**config.mk**
```make
export PLATFORM = sky130hd
export DESIGN_NAME = axis_rx_trigger
export DESIGN_NICKNAME = d
export VERILOG_FILES = /design/src/trig_pkg.sv /design/src/acq_sequencer.sv /design/src/axil_regs.sv /design/src/axis_rx_trigger.sv /design/src/trig_front.sv
export VERILOG_INCLUDE_DIRS = /design/src
export SDC_FILE = /design/constraint.sdc
export NUM_CORES = 1
export LEC_CHECK = 0
export CORE_MARGIN = 2
export CORE_UTILIZATION = 33
export CTS_BUF_LIST = sky130_fd_sc_hd__clkbuf_8
export DETAILED_ROUTE_END_ITERATION = 7
export DONT_BUFFER_PORTS = 1
export PLACE_DENSITY = 0.5
export SLEW_MARGIN = 20
export SYNTH_ARGS = -nofsm -noshare
export SYNTH_HDL_FRONTEND = slang
export SYNTH_SLANG_ARGS = --single-unit
```
**constraint.sdc**
```tcl
create_clock -name aclk -period 3.15 [get_ports aclk]
set_clock_uncertainty 0.05 [all_clocks]
set_input_delay 0.1575 -clock aclk [delete_from_list [all_inputs] [get_ports aclk]]
set_output_delay 0.1575 -clock aclk [all_outputs]
set_load 0.005 [all_outputs]
```
**src/trig_macros.svh**
```systemverilog
`ifndef TRIG_MACROS_SVH
`define TRIG_MACROS_SVH

// --------------------------------------------------
// Register port geometry
// --------------------------------------------------
`define TRIG_AXIL_DATA_W 32
`define TRIG_AXIL_ADDR_W 16

// Stream word width, also used for the timestamp
`define TRIG_AXIS_DATA_W 64

// Width of the frame length sent downstream
`define TRIG_ACQ_OUT_W 20

// --------------------------------------------------
// Register map, as word indices
// --------------------------------------------------
`define TRIG_REG_ACQ 4'd0
`define TRIG_REG_SRST 4'd1
`define TRIG_REG_STATUS 4'd2

// Word address slice taken from the byte address
`define TRIG_ADDR_LSB 2
`define TRIG_ADDR_BITS 4

`endif

```
**src/trig_pkg.sv**
```systemverilog
`include "trig_macros.svh"

package trig_pkg;

    // Frame state, encoding is visible in the status register
    typedef enum logic [1:0] {
        st_idle      = 2'd0,
        st_timestamp = 2'd1,
        st_data      = 2'd2,
        st_error     = 2'd3
    } trig_state_e;

    // Control word from the register block to both stages
    typedef struct packed {
        logic [`TRIG_AXIL_DATA_W-1:0] acq_length;
        logic                         soft_reset;
    } trig_ctrl_t;

    // Status word layout at 0x08
    typedef struct packed {
        logic [15:0] reserved;
        logic [7:0]  state;
        logic [7:0]  overflow;
    } trig_status_t;

    // Read word, seen either as plain bits or as the status layout
    typedef union packed {
        logic [`TRIG_AXIL_DATA_W-1:0] raw;
        trig_status_t                 status;
    } reg_word_u;

    // Front end result handed to the sequencer
    typedef struct packed {
        logic                         trigger;
        logic [`TRIG_AXIS_DATA_W-1:0] timestamp;
        logic                         timer_running;
    } trig_event_t;

endpackage

```
**src/acq_sequencer.sv**
```systemverilog
`timescale 1ns/1ns
`include "trig_macros.svh"

module acq_sequencer
    import trig_pkg::*;
(
    input  logic                            aclk,
    input  logic                            aresetn,
    input  trig_ctrl_t                      ctrl,
    input  trig_event_t                     event_in,
    input  logic [`TRIG_AXIS_DATA_W-1:0]    s_axis_tdata,
    input  logic                            s_axis_tvalid,
    input  logic                            m_axis_tready,
    output logic [`TRIG_AXIS_DATA_W-1:0]    m_axis_tdata,
    output logic                            m_axis_tvalid,
    output logic                            gate_out,
    output logic [`TRIG_ACQ_OUT_W-1:0]      acq_len_out,
    output trig_status_t                    status
);

    trig_state_e                    state_q;
    trig_state_e                    state_d;
    logic [`TRIG_AXIL_DATA_W-1:0]   acq_q;
    logic [`TRIG_AXIL_DATA_W-1:0]   count_q;
    logic [`TRIG_AXIL_DATA_W-1:0]   count_d;
    logic [`TRIG_AXIL_DATA_W-1:0]   acq_plus_one;
    logic [`TRIG_ACQ_OUT_W-1:0]     acq_len_out_q;
    logic                           gate_out_q;
    logic                           overflow_q;
    logic                           start;
    logic                           pass_samples;

    // Trigger only counts in idle with a non-zero length
    assign start = (state_q == st_idle) && event_in.trigger && (ctrl.acq_length != '0);

    // Frame length includes the timestamp word
    assign acq_plus_one = ctrl.acq_length + 1'b1;

    // Samples flow in data and in error
    assign pass_samples = (state_q == st_data) || (state_q == st_error);

    // --------------------------------------------------
    // Frame FSM
    // --------------------------------------------------
    always_comb
    begin
        state_d = state_q;
        count_d = count_q;
        case (state_q)
            st_idle:
            begin
                if (start)
                    state_d = st_timestamp;
            end
            st_timestamp:
            begin
                // Timestamp word taken, start counting samples
                if (m_axis_tready)
                begin
                    state_d = st_data;
                    count_d = '0;
                end
            end
            st_data:
            begin
                // Sink stalled while a sample arrives, sample is lost
                if (s_axis_tvalid && !m_axis_tready)
                    state_d = st_error;
                else if (s_axis_tvalid)
                begin
                    count_d = count_q + 1'b1;
                    // Last sample of the frame
                    if (count_d == acq_q)
                        state_d = st_idle;
                end
            end
            // Error is sticky until a reset
            default: state_d = st_error;
        endcase
    end

    always_ff @(posedge aclk)
    begin
        if (!aresetn || ctrl.soft_reset)
        begin
            state_q       <= st_idle;
            count_q       <= '0;
            acq_q         <= '0;
            acq_len_out_q <= '0;
            gate_out_q    <= 1'b0;
            overflow_q    <= 1'b0;
        end
        else
        begin
            state_q    <= state_d;
            count_q    <= count_d;
            // One cycle pulse on the edge into the timestamp state
            gate_out_q <= start;
            // Output side stall, registered
            overflow_q <= m_axis_tvalid && !m_axis_tready;
            // Length frozen for the whole frame
            if (start)
            begin
                acq_q         <= ctrl.acq_length;
                acq_len_out_q <= acq_plus_one[`TRIG_ACQ_OUT_W-1:0];
            end
        end
    end

    // --------------------------------------------------
    // Stream output
    // --------------------------------------------------
    // Timestamp word first, then the samples
    assign m_axis_tvalid = (state_q == st_timestamp) || (pass_samples && s_axis_tvalid);
    assign m_axis_tdata  = (state_q == st_timestamp) ? event_in.timestamp : s_axis_tdata;

    assign gate_out    = gate_out_q;
    assign acq_len_out = acq_len_out_q;

    // Status word, state in [15:8] and overflow in [7:0]
    always_comb
    begin
        status          = '0;
        status.state    = {6'b0, state_q};
        status.overflow = {7'b0, overflow_q};
    end

endmodule

```
**src/axil_regs.sv**
```systemverilog
`timescale 1ns/1ns
`include "trig_macros.svh"

module axil_regs
    import trig_pkg::*;
(
    input  logic                            aclk,
    input  logic                            aresetn,
    input  logic [`TRIG_AXIL_ADDR_W-1:0]    s_axil_awaddr,
    input  logic                            s_axil_awvalid,
    output logic                            s_axil_awready,
    input  logic [`TRIG_AXIL_DATA_W-1:0]    s_axil_wdata,
    input  logic [`TRIG_AXIL_DATA_W/8-1:0]  s_axil_wstrb,
    input  logic                            s_axil_wvalid,
    output logic                            s_axil_wready,
    output logic [1:0]                      s_axil_bresp,
    output logic                            s_axil_bvalid,
    input  logic                            s_axil_bready,
    input  logic [`TRIG_AXIL_ADDR_W-1:0]    s_axil_araddr,
    input  logic                            s_axil_arvalid,
    output logic                            s_axil_arready,
    output logic [`TRIG_AXIL_DATA_W-1:0]    s_axil_rdata,
    output logic [1:0]                      s_axil_rresp,
    output logic                            s_axil_rvalid,
    input  logic                            s_axil_rready,
    input  trig_status_t                    status,
    output trig_ctrl_t                      ctrl
);

    // Byte-lane merge of a write into a stored word
    function automatic logic [`TRIG_AXIL_DATA_W-1:0] merge_bytes(
        input logic [`TRIG_AXIL_DATA_W-1:0]   old_word,
        input logic [`TRIG_AXIL_DATA_W-1:0]   new_word,
        input logic [`TRIG_AXIL_DATA_W/8-1:0] strb
    );
        logic [`TRIG_AXIL_DATA_W-1:0] merged;
        merged = old_word;
        for (int i = 0; i < `TRIG_AXIL_DATA_W / 8; i++)
        begin
            if (strb[i])
                merged[8*i +: 8] = new_word[8*i +: 8];
        end
        return merged;
    endfunction

    logic                           wr_ready_q;
    logic                           bvalid_q;
    logic [`TRIG_ADDR_BITS-1:0]     wr_idx_q;
    logic                           wr_accept;
    logic                           wr_en;
    logic                           arready_q;
    logic                           rvalid_q;
    logic [`TRIG_ADDR_BITS-1:0]     rd_idx_q;
    logic [`TRIG_AXIL_DATA_W-1:0]   rdata_q;
    logic                           rd_accept;
    logic                           rd_en;
    logic [`TRIG_AXIL_DATA_W-1:0]   acq_reg;
    logic [`TRIG_AXIL_DATA_W-1:0]   srst_reg;
    reg_word_u                      rd_word;

    // --------------------------------------------------
    // Write channel
    // --------------------------------------------------
    // Address and data must arrive together, one write in flight
    assign wr_accept = !wr_ready_q && !bvalid_q && s_axil_awvalid && s_axil_wvalid;
    assign wr_en     = wr_ready_q && s_axil_awvalid && s_axil_wvalid;

    always_ff @(posedge aclk)
    begin
        if (!aresetn)
        begin
            wr_ready_q <= 1'b0;
            bvalid_q   <= 1'b0;
        end
        else
        begin
            // Ready is a single cycle pulse on both AW and W
            wr_ready_q <= wr_accept;
            if (wr_en)
                bvalid_q <= 1'b1;
            else if (s_axil_bready)
                bvalid_q <= 1'b0;
        end
    end

    // Word index captured with the address handshake
    always_ff @(posedge aclk)
    begin
        if (wr_accept)
            wr_idx_q <= s_axil_awaddr[`TRIG_ADDR_LSB +: `TRIG_ADDR_BITS];
    end

    // Writable registers, status and holes silently ignore writes
    always_ff @(posedge aclk)
    begin
        if (!aresetn)
        begin
            acq_reg  <= '0;
            srst_reg <= '0;
        end
        else if (wr_en)
        begin
            case (wr_idx_q)
                `TRIG_REG_ACQ:  acq_reg  <= merge_bytes(acq_reg, s_axil_wdata, s_axil_wstrb);
                `TRIG_REG_SRST: srst_reg <= merge_bytes(srst_reg, s_axil_wdata, s_axil_wstrb);
                default:        ;
            endcase
        end
    end

    // --------------------------------------------------
    // Read channel
    // --------------------------------------------------
    assign rd_accept = !arready_q && !rvalid_q && s_axil_arvalid;
    assign rd_en     = arready_q && s_axil_arvalid && !rvalid_q;

    always_ff @(posedge aclk)
    begin
        if (!aresetn)
        begin
            arready_q <= 1'b0;
            rvalid_q  <= 1'b0;
        end
        else
        begin
            arready_q <= rd_accept;
            if (rd_en)
                rvalid_q <= 1'b1;
            else if (s_axil_rready)
                rvalid_q <= 1'b0;
        end
    end

    // Read mux, status goes in through its own view
    always_comb
    begin
        rd_word.raw = '0;
        case (rd_idx_q)
            `TRIG_REG_ACQ:    rd_word.raw    = acq_reg;
            `TRIG_REG_SRST:   rd_word.raw    = srst_reg;
            `TRIG_REG_STATUS: rd_word.status = status;
            default:          rd_word.raw    = '0;
        endcase
    end

    always_ff @(posedge aclk)
    begin
        if (rd_accept)
            rd_idx_q <= s_axil_araddr[`TRIG_ADDR_LSB +: `TRIG_ADDR_BITS];
        // Data held until the next read is taken
        if (rd_en)
            rdata_q <= rd_word.raw;
    end

    // Outputs
    assign s_axil_awready = wr_ready_q;
    assign s_axil_wready  = wr_ready_q;
    assign s_axil_bvalid  = bvalid_q;
    assign s_axil_bresp   = 2'b00;
    assign s_axil_arready = arready_q;
    assign s_axil_rvalid  = rvalid_q;
    assign s_axil_rdata   = rdata_q;
    assign s_axil_rresp   = 2'b00;

    // Soft reset is bit 0 of its register
    assign ctrl = '{acq_length: acq_reg, soft_reset: srst_reg[0]};

endmodule

```
**src/axis_rx_trigger.sv**
```systemverilog
`timescale 1ns/1ns
`include "trig_macros.svh"

module axis_rx_trigger
    import trig_pkg::*;
(
    input  logic                            aclk,
    input  logic                            aresetn,
    input  logic                            timer_enable,
    input  logic                            gate,
    // Sample stream in, always accepted
    input  logic [`TRIG_AXIS_DATA_W-1:0]    s_axis_tdata,
    input  logic                            s_axis_tvalid,
    // Frame stream out
    output logic [`TRIG_AXIS_DATA_W-1:0]    m_axis_tdata,
    output logic                            m_axis_tvalid,
    input  logic                            m_axis_tready,
    // Register port
    input  logic [`TRIG_AXIL_ADDR_W-1:0]    s_axil_awaddr,
    input  logic                            s_axil_awvalid,
    output logic                            s_axil_awready,
    input  logic [`TRIG_AXIL_DATA_W-1:0]    s_axil_wdata,
    input  logic [`TRIG_AXIL_DATA_W/8-1:0]  s_axil_wstrb,
    input  logic                            s_axil_wvalid,
    output logic                            s_axil_wready,
    output logic [1:0]                      s_axil_bresp,
    output logic                            s_axil_bvalid,
    input  logic                            s_axil_bready,
    input  logic [`TRIG_AXIL_ADDR_W-1:0]    s_axil_araddr,
    input  logic                            s_axil_arvalid,
    output logic                            s_axil_arready,
    output logic [`TRIG_AXIL_DATA_W-1:0]    s_axil_rdata,
    output logic [1:0]                      s_axil_rresp,
    output logic                            s_axil_rvalid,
    input  logic                            s_axil_rready,
    // Trigger side outputs
    output logic                            resetn_out,
    output logic                            gate_out,
    output logic [`TRIG_ACQ_OUT_W-1:0]      acq_len_out
);

    trig_ctrl_t   ctrl;
    trig_status_t status;
    trig_event_t  trig_event;

    // Register block beside the pipeline
    axil_regs i_regs (
        .aclk           (aclk),
        .aresetn        (aresetn),
        .s_axil_awaddr  (s_axil_awaddr),
        .s_axil_awvalid (s_axil_awvalid),
        .s_axil_awready (s_axil_awready),
        .s_axil_wdata   (s_axil_wdata),
        .s_axil_wstrb   (s_axil_wstrb),
        .s_axil_wvalid  (s_axil_wvalid),
        .s_axil_wready  (s_axil_wready),
        .s_axil_bresp   (s_axil_bresp),
        .s_axil_bvalid  (s_axil_bvalid),
        .s_axil_bready  (s_axil_bready),
        .s_axil_araddr  (s_axil_araddr),
        .s_axil_arvalid (s_axil_arvalid),
        .s_axil_arready (s_axil_arready),
        .s_axil_rdata   (s_axil_rdata),
        .s_axil_rresp   (s_axil_rresp),
        .s_axil_rvalid  (s_axil_rvalid),
        .s_axil_rready  (s_axil_rready),
        .status         (status),
        .ctrl           (ctrl)
    );

    // Stage 1, gate edge and timestamp
    trig_front i_front (
        .aclk         (aclk),
        .aresetn      (aresetn),
        .ctrl         (ctrl),
        .gate         (gate),
        .timer_enable (timer_enable),
        .event_out    (trig_event)
    );

    // Stage 2, frame sequencing onto the output stream
    acq_sequencer i_seq (
        .aclk          (aclk),
        .aresetn       (aresetn),
        .ctrl          (ctrl),
        .event_in      (trig_event),
        .s_axis_tdata  (s_axis_tdata),
        .s_axis_tvalid (s_axis_tvalid),
        .m_axis_tready (m_axis_tready),
        .m_axis_tdata  (m_axis_tdata),
        .m_axis_tvalid (m_axis_tvalid),
        .gate_out      (gate_out),
        .acq_len_out   (acq_len_out),
        .status        (status)
    );

    // Downstream reset follows both reset sources
    assign resetn_out = aresetn && !ctrl.soft_reset;

endmodule

```
**src/trig_front.sv**
```systemverilog
`timescale 1ns/1ns
`include "trig_macros.svh"

module trig_front
    import trig_pkg::*;
(
    input  logic        aclk,
    input  logic        aresetn,
    input  trig_ctrl_t  ctrl,
    input  logic        gate,
    input  logic        timer_enable,
    output trig_event_t event_out
);

    logic                           gate_meta_q;
    logic                           gate_sync_q;
    logic                           gate_prev_q;
    logic                           trigger_q;
    logic                           timer_running_q;
    logic [`TRIG_AXIS_DATA_W-1:0]   timestamp_q;

    // --------------------------------------------------
    // Gate synchronizer and edge detect
    // --------------------------------------------------
    always_ff @(posedge aclk)
    begin
        if (!aresetn || ctrl.soft_reset)
        begin
            gate_meta_q     <= 1'b0;
            gate_sync_q     <= 1'b0;
            gate_prev_q     <= 1'b0;
            trigger_q       <= 1'b0;
            timer_running_q <= 1'b0;
            timestamp_q     <= '0;
        end
        else
        begin
            // Two stage synchronizer for the async gate
            gate_meta_q <= gate;
            gate_sync_q <= gate_meta_q;
            // History bit for the rising edge
            gate_prev_q <= gate_sync_q;
            trigger_q   <= gate_sync_q && !gate_prev_q;
            // Timer counts while enabled, sits at zero otherwise
            timer_running_q <= timer_enable;
            timestamp_q     <= timer_enable ? timestamp_q + 1'b1 : '0;
        end
    end

    // Registered stage output
    assign event_out = '{trigger: trigger_q, timestamp: timestamp_q,
                         timer_running: timer_running_q};

endmodule

```
### After elaboration in Yosys (flattened, before gate mapping)

Cells that the tools add are included.

| word-level totals | value |
|---|---|
| bits in registers | 264 |
| output and inout bits | 128 |
| logic and storage cells | 104 |
| input bits | 143 |

| operators by class | value |
|---|---|
| multiplexer cells | 16 |
| $add $sub $neg | 3 |
| bitwise logic cells | 1 |
| equal/unequal tests | 13 |
| reduce and logical (&&, ||, !) cells | 45 |

Operator list:

| operator | count |
|---|---|
| $mux W32 | 3 |
| $pmux W32 S3 | 1 |
| $add A64 B1 Y64 const B | 1 |
| $mux W64 | 1 |
| $pmux W32 S2 | 1 |
| $add A32 B1 Y32 const B | 1 |
| $eq A32 B32 Y1 | 1 |
| $reduce_bool A32 Y1 | 1 |
| $reduce_and A3 Y1 | 8 |
| $add A20 B1 Y20 const B | 1 |
| $logic_and A1 B1 Y1 | 16 |
| $mux W2 | 5 |
| $eq A4 B1 Y1 const B | 2 |
| $logic_not A1 Y1 | 8 |
| $logic_not A4 Y1 | 2 |
| $reduce_and A4 Y1 | 2 |
| $ne A2 B2 Y1 const B | 3 |
| $ne A3 B3 Y1 const B | 2 |
| $pmux W2 S3 | 1 |
| $reduce_bool A2 Y1 | 3 |
| $eq A2 B2 Y1 const B | 2 |
| $eq A4 B2 Y1 const B | 1 |
| $mux W1 | 4 |
| $logic_or A1 B1 Y1 | 3 |
| other kinds (5) | 5 |

### Depth between registers and ports, before layout

| logic depth | value |
|---|---|
| word-level depth | 6 |
| depth in mapped cells | 11 |
| mapped depth without buffers | 9 |

### Modules after synthesis

Synthesis repeated with hierarchy kept, for this count alone.

| second synthesis, totals | value |
|---|---|
| cells, all modules | 1657 |
| area total of the unflattened synthesis | 13695.6 sq um |

Modules (own cells, without submodules):

| module | seq. area each (sq um) | area an instance (sq um) | instances | cells an instance |
|---|---|---|---|---|
| acq_sequencer | 1761.7 | 6015.8 | 1 | 902 |
| axil_regs | 2562.5 | 4523.1 | 1 | 389 |
| trig_front | 1381.3 | 3143.0 | 1 | 365 |
| axis_rx_trigger | 0.0 | 13.8 | 1 | 1 |

### Least setup slack after synthesis

OpenSTA, ideal clock, no wires.

| path | value |
|---|---|
| kind | register -> register |
| start point | register i_seq.count_q[0] |
| end point | register i_seq.state_q[1] |
| buffers on the path | 1 |
| period minus slack after synthesis | 2.468 ns |
| setup slack | 0.682 ns |
| data required time | 2.966 ns |
| arrival time | 2.284 ns |
| stages on the path, launching flop included | 11 |
| setup time | 0.134 ns |
| cells stage by stage | dfxtp_1 > ha_1 > and3_1 > nand4_4 > buf_6 > nor3_1 > o22ai_1 > nor4_2 > nand4b_4 > nor4_2 > a211oi_1 |

| on the way | value |
|---|---|
| cells in the longest elaborated chain, start to end | 4 |

RTL lines:

| element | line | source |
|---|---|---|
| from (decl) | acq_sequencer.sv:24 | `` logic [`TRIG_AXIL_DATA_W-1:0] count_q; `` |
| from (signal assigned) | acq_sequencer.sv:96 | `count_q <= count_d;` |
| $add A32 B1 Y32 | acq_sequencer.sv:71 | `count_d = count_q + 1'b1;` |
| $eq A32 B32 Y1 | acq_sequencer.sv:73 | `if (count_d == acq_q)` |
| $ne A3 B3 Y1 (no source line) | n/a |  |
| $reduce_and A4 Y1 (no source line) | n/a |  |
| to (signal assigned) | acq_sequencer.sv:86 | `state_q <= st_idle;` |
| to (signal assigned) | acq_sequencer.sv:95 | `state_q <= state_d;` |
| to (decl) | acq_sequencer.sv:21 | `trig_state_e state_q;` |

No other way between the ends.
A chain may end at the register's enable or synchronous reset.

### Final worst setup path

Same ends and word-level chain as after synthesis.

==> results.txt <==
The maximum number of pins on one net before global-route repair is 72. The global-route track usage on met1 came out at 22.79%. The tightest min-delay check is of the input port to register type. After synthesis, the share of flip-flops with an asynchronous set or reset is 0%.

The post-synthesis cell type count is 63. Traced cell by cell, the critical path runs through ha_1 > and3_1 > nand4_4 > buf_4 > nor3_2 > xnor2_1 > a211oi_1 > nand4_1 > nor4_2 > a211oi_1. The number of clock sinks seen by CTS came out at 264. The number of hold buffers added after CTS was 85.

For this configuration, the core starts out at a cell density of 33.67%. In this run the vertical extent of the chip is 200.5 um. The summed negative setup slack over all endpoints is 0 ps.

The cell sitting at the root of the clock tree is a clkbuf_8. The antenna diode instance count came out at 0. The worst-case headroom to the max-slew limit is 40.02%. The kind of cell with the highest combined delay on the critical path is simple AND/OR/NAND/NOR gates.

TritonCTS built the clock tree. Ranked by flip-flop count, first place goes to i_front.timestamp_q. In the layout the commonest cells are 224 x dfxtp_1, 159 x nor2_1, 116 x nand2_1. The power per standard cell area came out at 450.2 mW/mm^2. The master of the slowest instance on the critical path is dfxtp_1. The final layout contains routed wiring with a total length of 34.33 mm. The area of all placed cells without fillers came out at 0.01501 mm^2. For this run, the slowest stage of the critical path takes 440 ps.

Relative to the synthesized area, the layout overhead comes to 17.78%. The upper clock frequency limit came out at 366.5 MHz. Measured along the x axis, the die boundary spans 200.5 um.

Pin placement for this block handled 271 I/O pins. In this run the worst setup path begins at i_seq.count_q[0]. The final max-slew violation count was 0. The post-detailed-placement cell area is 0.01324 mm^2. Data on the critical path is required at its endpoint by 3580 ps. The combined area of all synthesized cells is 0.01274 mm^2. At the later pin of the worst-skew pair, clock insertion delay measures 620 ps.

For this run, design rule violations remaining after detail routing come to 0. The worst hold path begins at m_axis_tready. Counting I/O delays and the setup requirement, the final critical path takes 2729 ps. The area used by multi-input combinational logic came out at 0.006680 mm^2. The count of input and output buffers came out at 0. The first global-routing pass estimated 54.94 mm of wire. Prior to clock tree synthesis, the placed netlist has a worst setup slack of 430.6 ps. The detail-routed via count per cell came out at 4.990. The number of fill cells came out at 3872. The leakage power came out at 5.437 nW. The launch point of the worst reg-to-reg path is i_seq.count_q[0]. The synthesized area per cell is 9.375 um^2.

The routed layout has 9870 vias. The fraction of final layout cells sized beyond drive strength 1 is 12.41%. The maximum buffer depth of the clock tree came out at 3. The flow ran to the end, and the final reports show no timing, DRC or antenna violations. The arrival time of the worst setup path is 3160 ps. The number of flip-flops in the largest register is 64. Buffers inserted during clock tree synthesis total 47.

The post-CTS setup repair buffer count is 0. The most used flip-flop cell after synthesis is dfxtp_1. The number of routed nets with antenna violations is 0. The number of search-and-repair iterations in the first detailed-routing pass is 4.

The global-route usage over all layers is 16.82%. After clock tree synthesis, the clock-pin slew on the worst setup and hold paths is 60 ps. The average wire per standard cell came out at 17.35 um.

For this run the aggregate overflow at the end of global routing stands at 0. The row count came out at 71. The flip-flop and latch count after synthesis came out at 264. The routability congestion estimate from global placement came out at 0.8246. The maximum resistive drop on vdd is 0.2704 mV.

The total count of hold-check failures in the final report came out at 0. The total number of yosys warnings is 0. The total die area came out at 0.04020 mm^2. The number of antenna violations at the first check in global routing is 0. The slew at the pin closest to its max-slew limit came out at 899.7 ps. The area taken by flip-flops and latches came out at 0.005685 mm^2. The most numerous cell type found on the critical path is a211oi_1.

The number of H-tree levels came out at 2. The worst setup path is captured at a register. The via count of the first global-routing pass is 9778. For this run, global-route usage on met3 was measured as 3.961%. The final critical-path share of the clock period is 86.62%. The utilization after layout is 39.65%. The total core area is 0.03784 mm^2. On the final layout, the worst hold slack is 66.83 ps. Setup repair after global routing left no endpoint under its margin.

The number of buffers and inverters on the critical path came out at 1. The HPWL after detailed placement came out at 23.40 mm. STA classifies the critical path startpoint as a register. Gates resized during post-CTS repair numbered 0. met2 is the most crowded layer. The path type of the worst setup path is register to register. For this block, the initial DRC count from the detailed router was 412.

The number of synthesized flops with an enable pin is 40. The final layout contains 1577 nets. The library cell used most frequently in the layout, excluding fill and tap cells, is dfxtp_1. The final setup violation count is 0. The global-route met2 utilization came out at 27.06%. The portion of the post-synthesis area used by sequential elements is 44.62%. Synthesis produced 1359 cells.

The max-capacitance violation count is 0. The slack of the critical path came out at 421.4 ps. The critical-path maximum fanout came out at 11.
## logic make-up after synthesis
kind of cell	count (synthesis)	share of synthesized area, %
other cells	1	0.02943
xor+xnor	128	8.858
simple gates	549	22.29
compound gates	179	9.261
fa+ha+maj	4	0.3928
buf+inv	99	3.319
flops	264	44.62
mux	135	11.22
## cells in the mapped netlist (4+ instances only)
master    number  share of area, %
nor4_1        14              0.69
nand4_1       19              0.93
inv_1         11              0.32
nand2b_1       4              0.20
edfxtp_1      40               9.4
o21ai_0       34               1.3
nand3b_1       7              0.41
nor3_1        24              0.94
buf_1          4              0.12
a22o_1        29               2.0
buf_2          8              0.31
a21boi_0      33               1.9
ha_1           4              0.39
buf_4          9              0.53
clkbuf_1      66               1.9
nand3_1       72               2.8
and3_1        17              0.83
xor2_1        71               4.9
nor2_1       160               4.7
xnor2_1       56               3.8
dfxtp_1      224                35
and4_1        13              0.89
mux2i_1       72               5.7
mux2_2        63               5.6
nand2_1      117               3.4
a21oi_1       47               1.8
or3_1          7              0.34
and2_1        17              0.83
nand4b_1       4              0.27
a211oi_1      24               1.4
nor2b_1       38               1.9
a31oi_1        4              0.20
## area by class of cell
class / count / share of cell area (%)
Clock buffer: 55 / 5.044
Multi-Input combinational cell: 999 / 44.51
Inverter: 11 / 0.2751
Timing Repair Buffer: 107 / 7.054
Sequential cell: 264 / 37.89
Clock inverter: 31 / 0.9671
Tap cell: 511 / 4.260
## tightest hold or removal path, stage by stage
cell	delay (ps)
and2_1	110
buf_4	210
nand2_1	90
a21oi_1	60
nor2_1	70
## report_power, final
| part | total, mW | leakage [nW] | internal [mW] | switching [mW] |
|---|---|---|---|---|
| registers | 3.45 | 2.22 | 3.43 | 0.0149 |
| clock network | 3.07 | 0.542 | 1.60 | 1.47 |
| logic | 0.237 | 2.68 | 0.110 | 0.127 |
| total | 6.76 | 5.44 | 5.14 | 1.61 |
## final timing paths
path	to	slack [ps]	cells after the start
hold reg to reg	i_front.trigger_q	340	1
setup reg to reg	i_seq.state_q[1]	420	10
hold / removal	i_seq.count_q[19]	70	5
setup / recovery	i_seq.state_q[1]	420	10
## through the flow
| step | instances | total power, mW |
|---|---|---|
| 6_report | 1978 | 6.756 |
| 5_1_grt | 1978 | 7.049 |
| 4_1_cts | 1978 | 6.871 |
| 3_5_place_dp | 1807 | 3.668 |
| 3_3_place_gp | 1807 | 3.668 |
| 2_1_floorplan | 1362 | 3.648 |
## layer usage
metal / up-vias / share of wire [%]
li1: 4899 / -
met1: 4706 / 47
met2: 218 / 46
met3: 47 / 5.0
met4: 0 / 1.7
met5: - / 0
No activity file was read; power rests on OpenSTA's default activity.
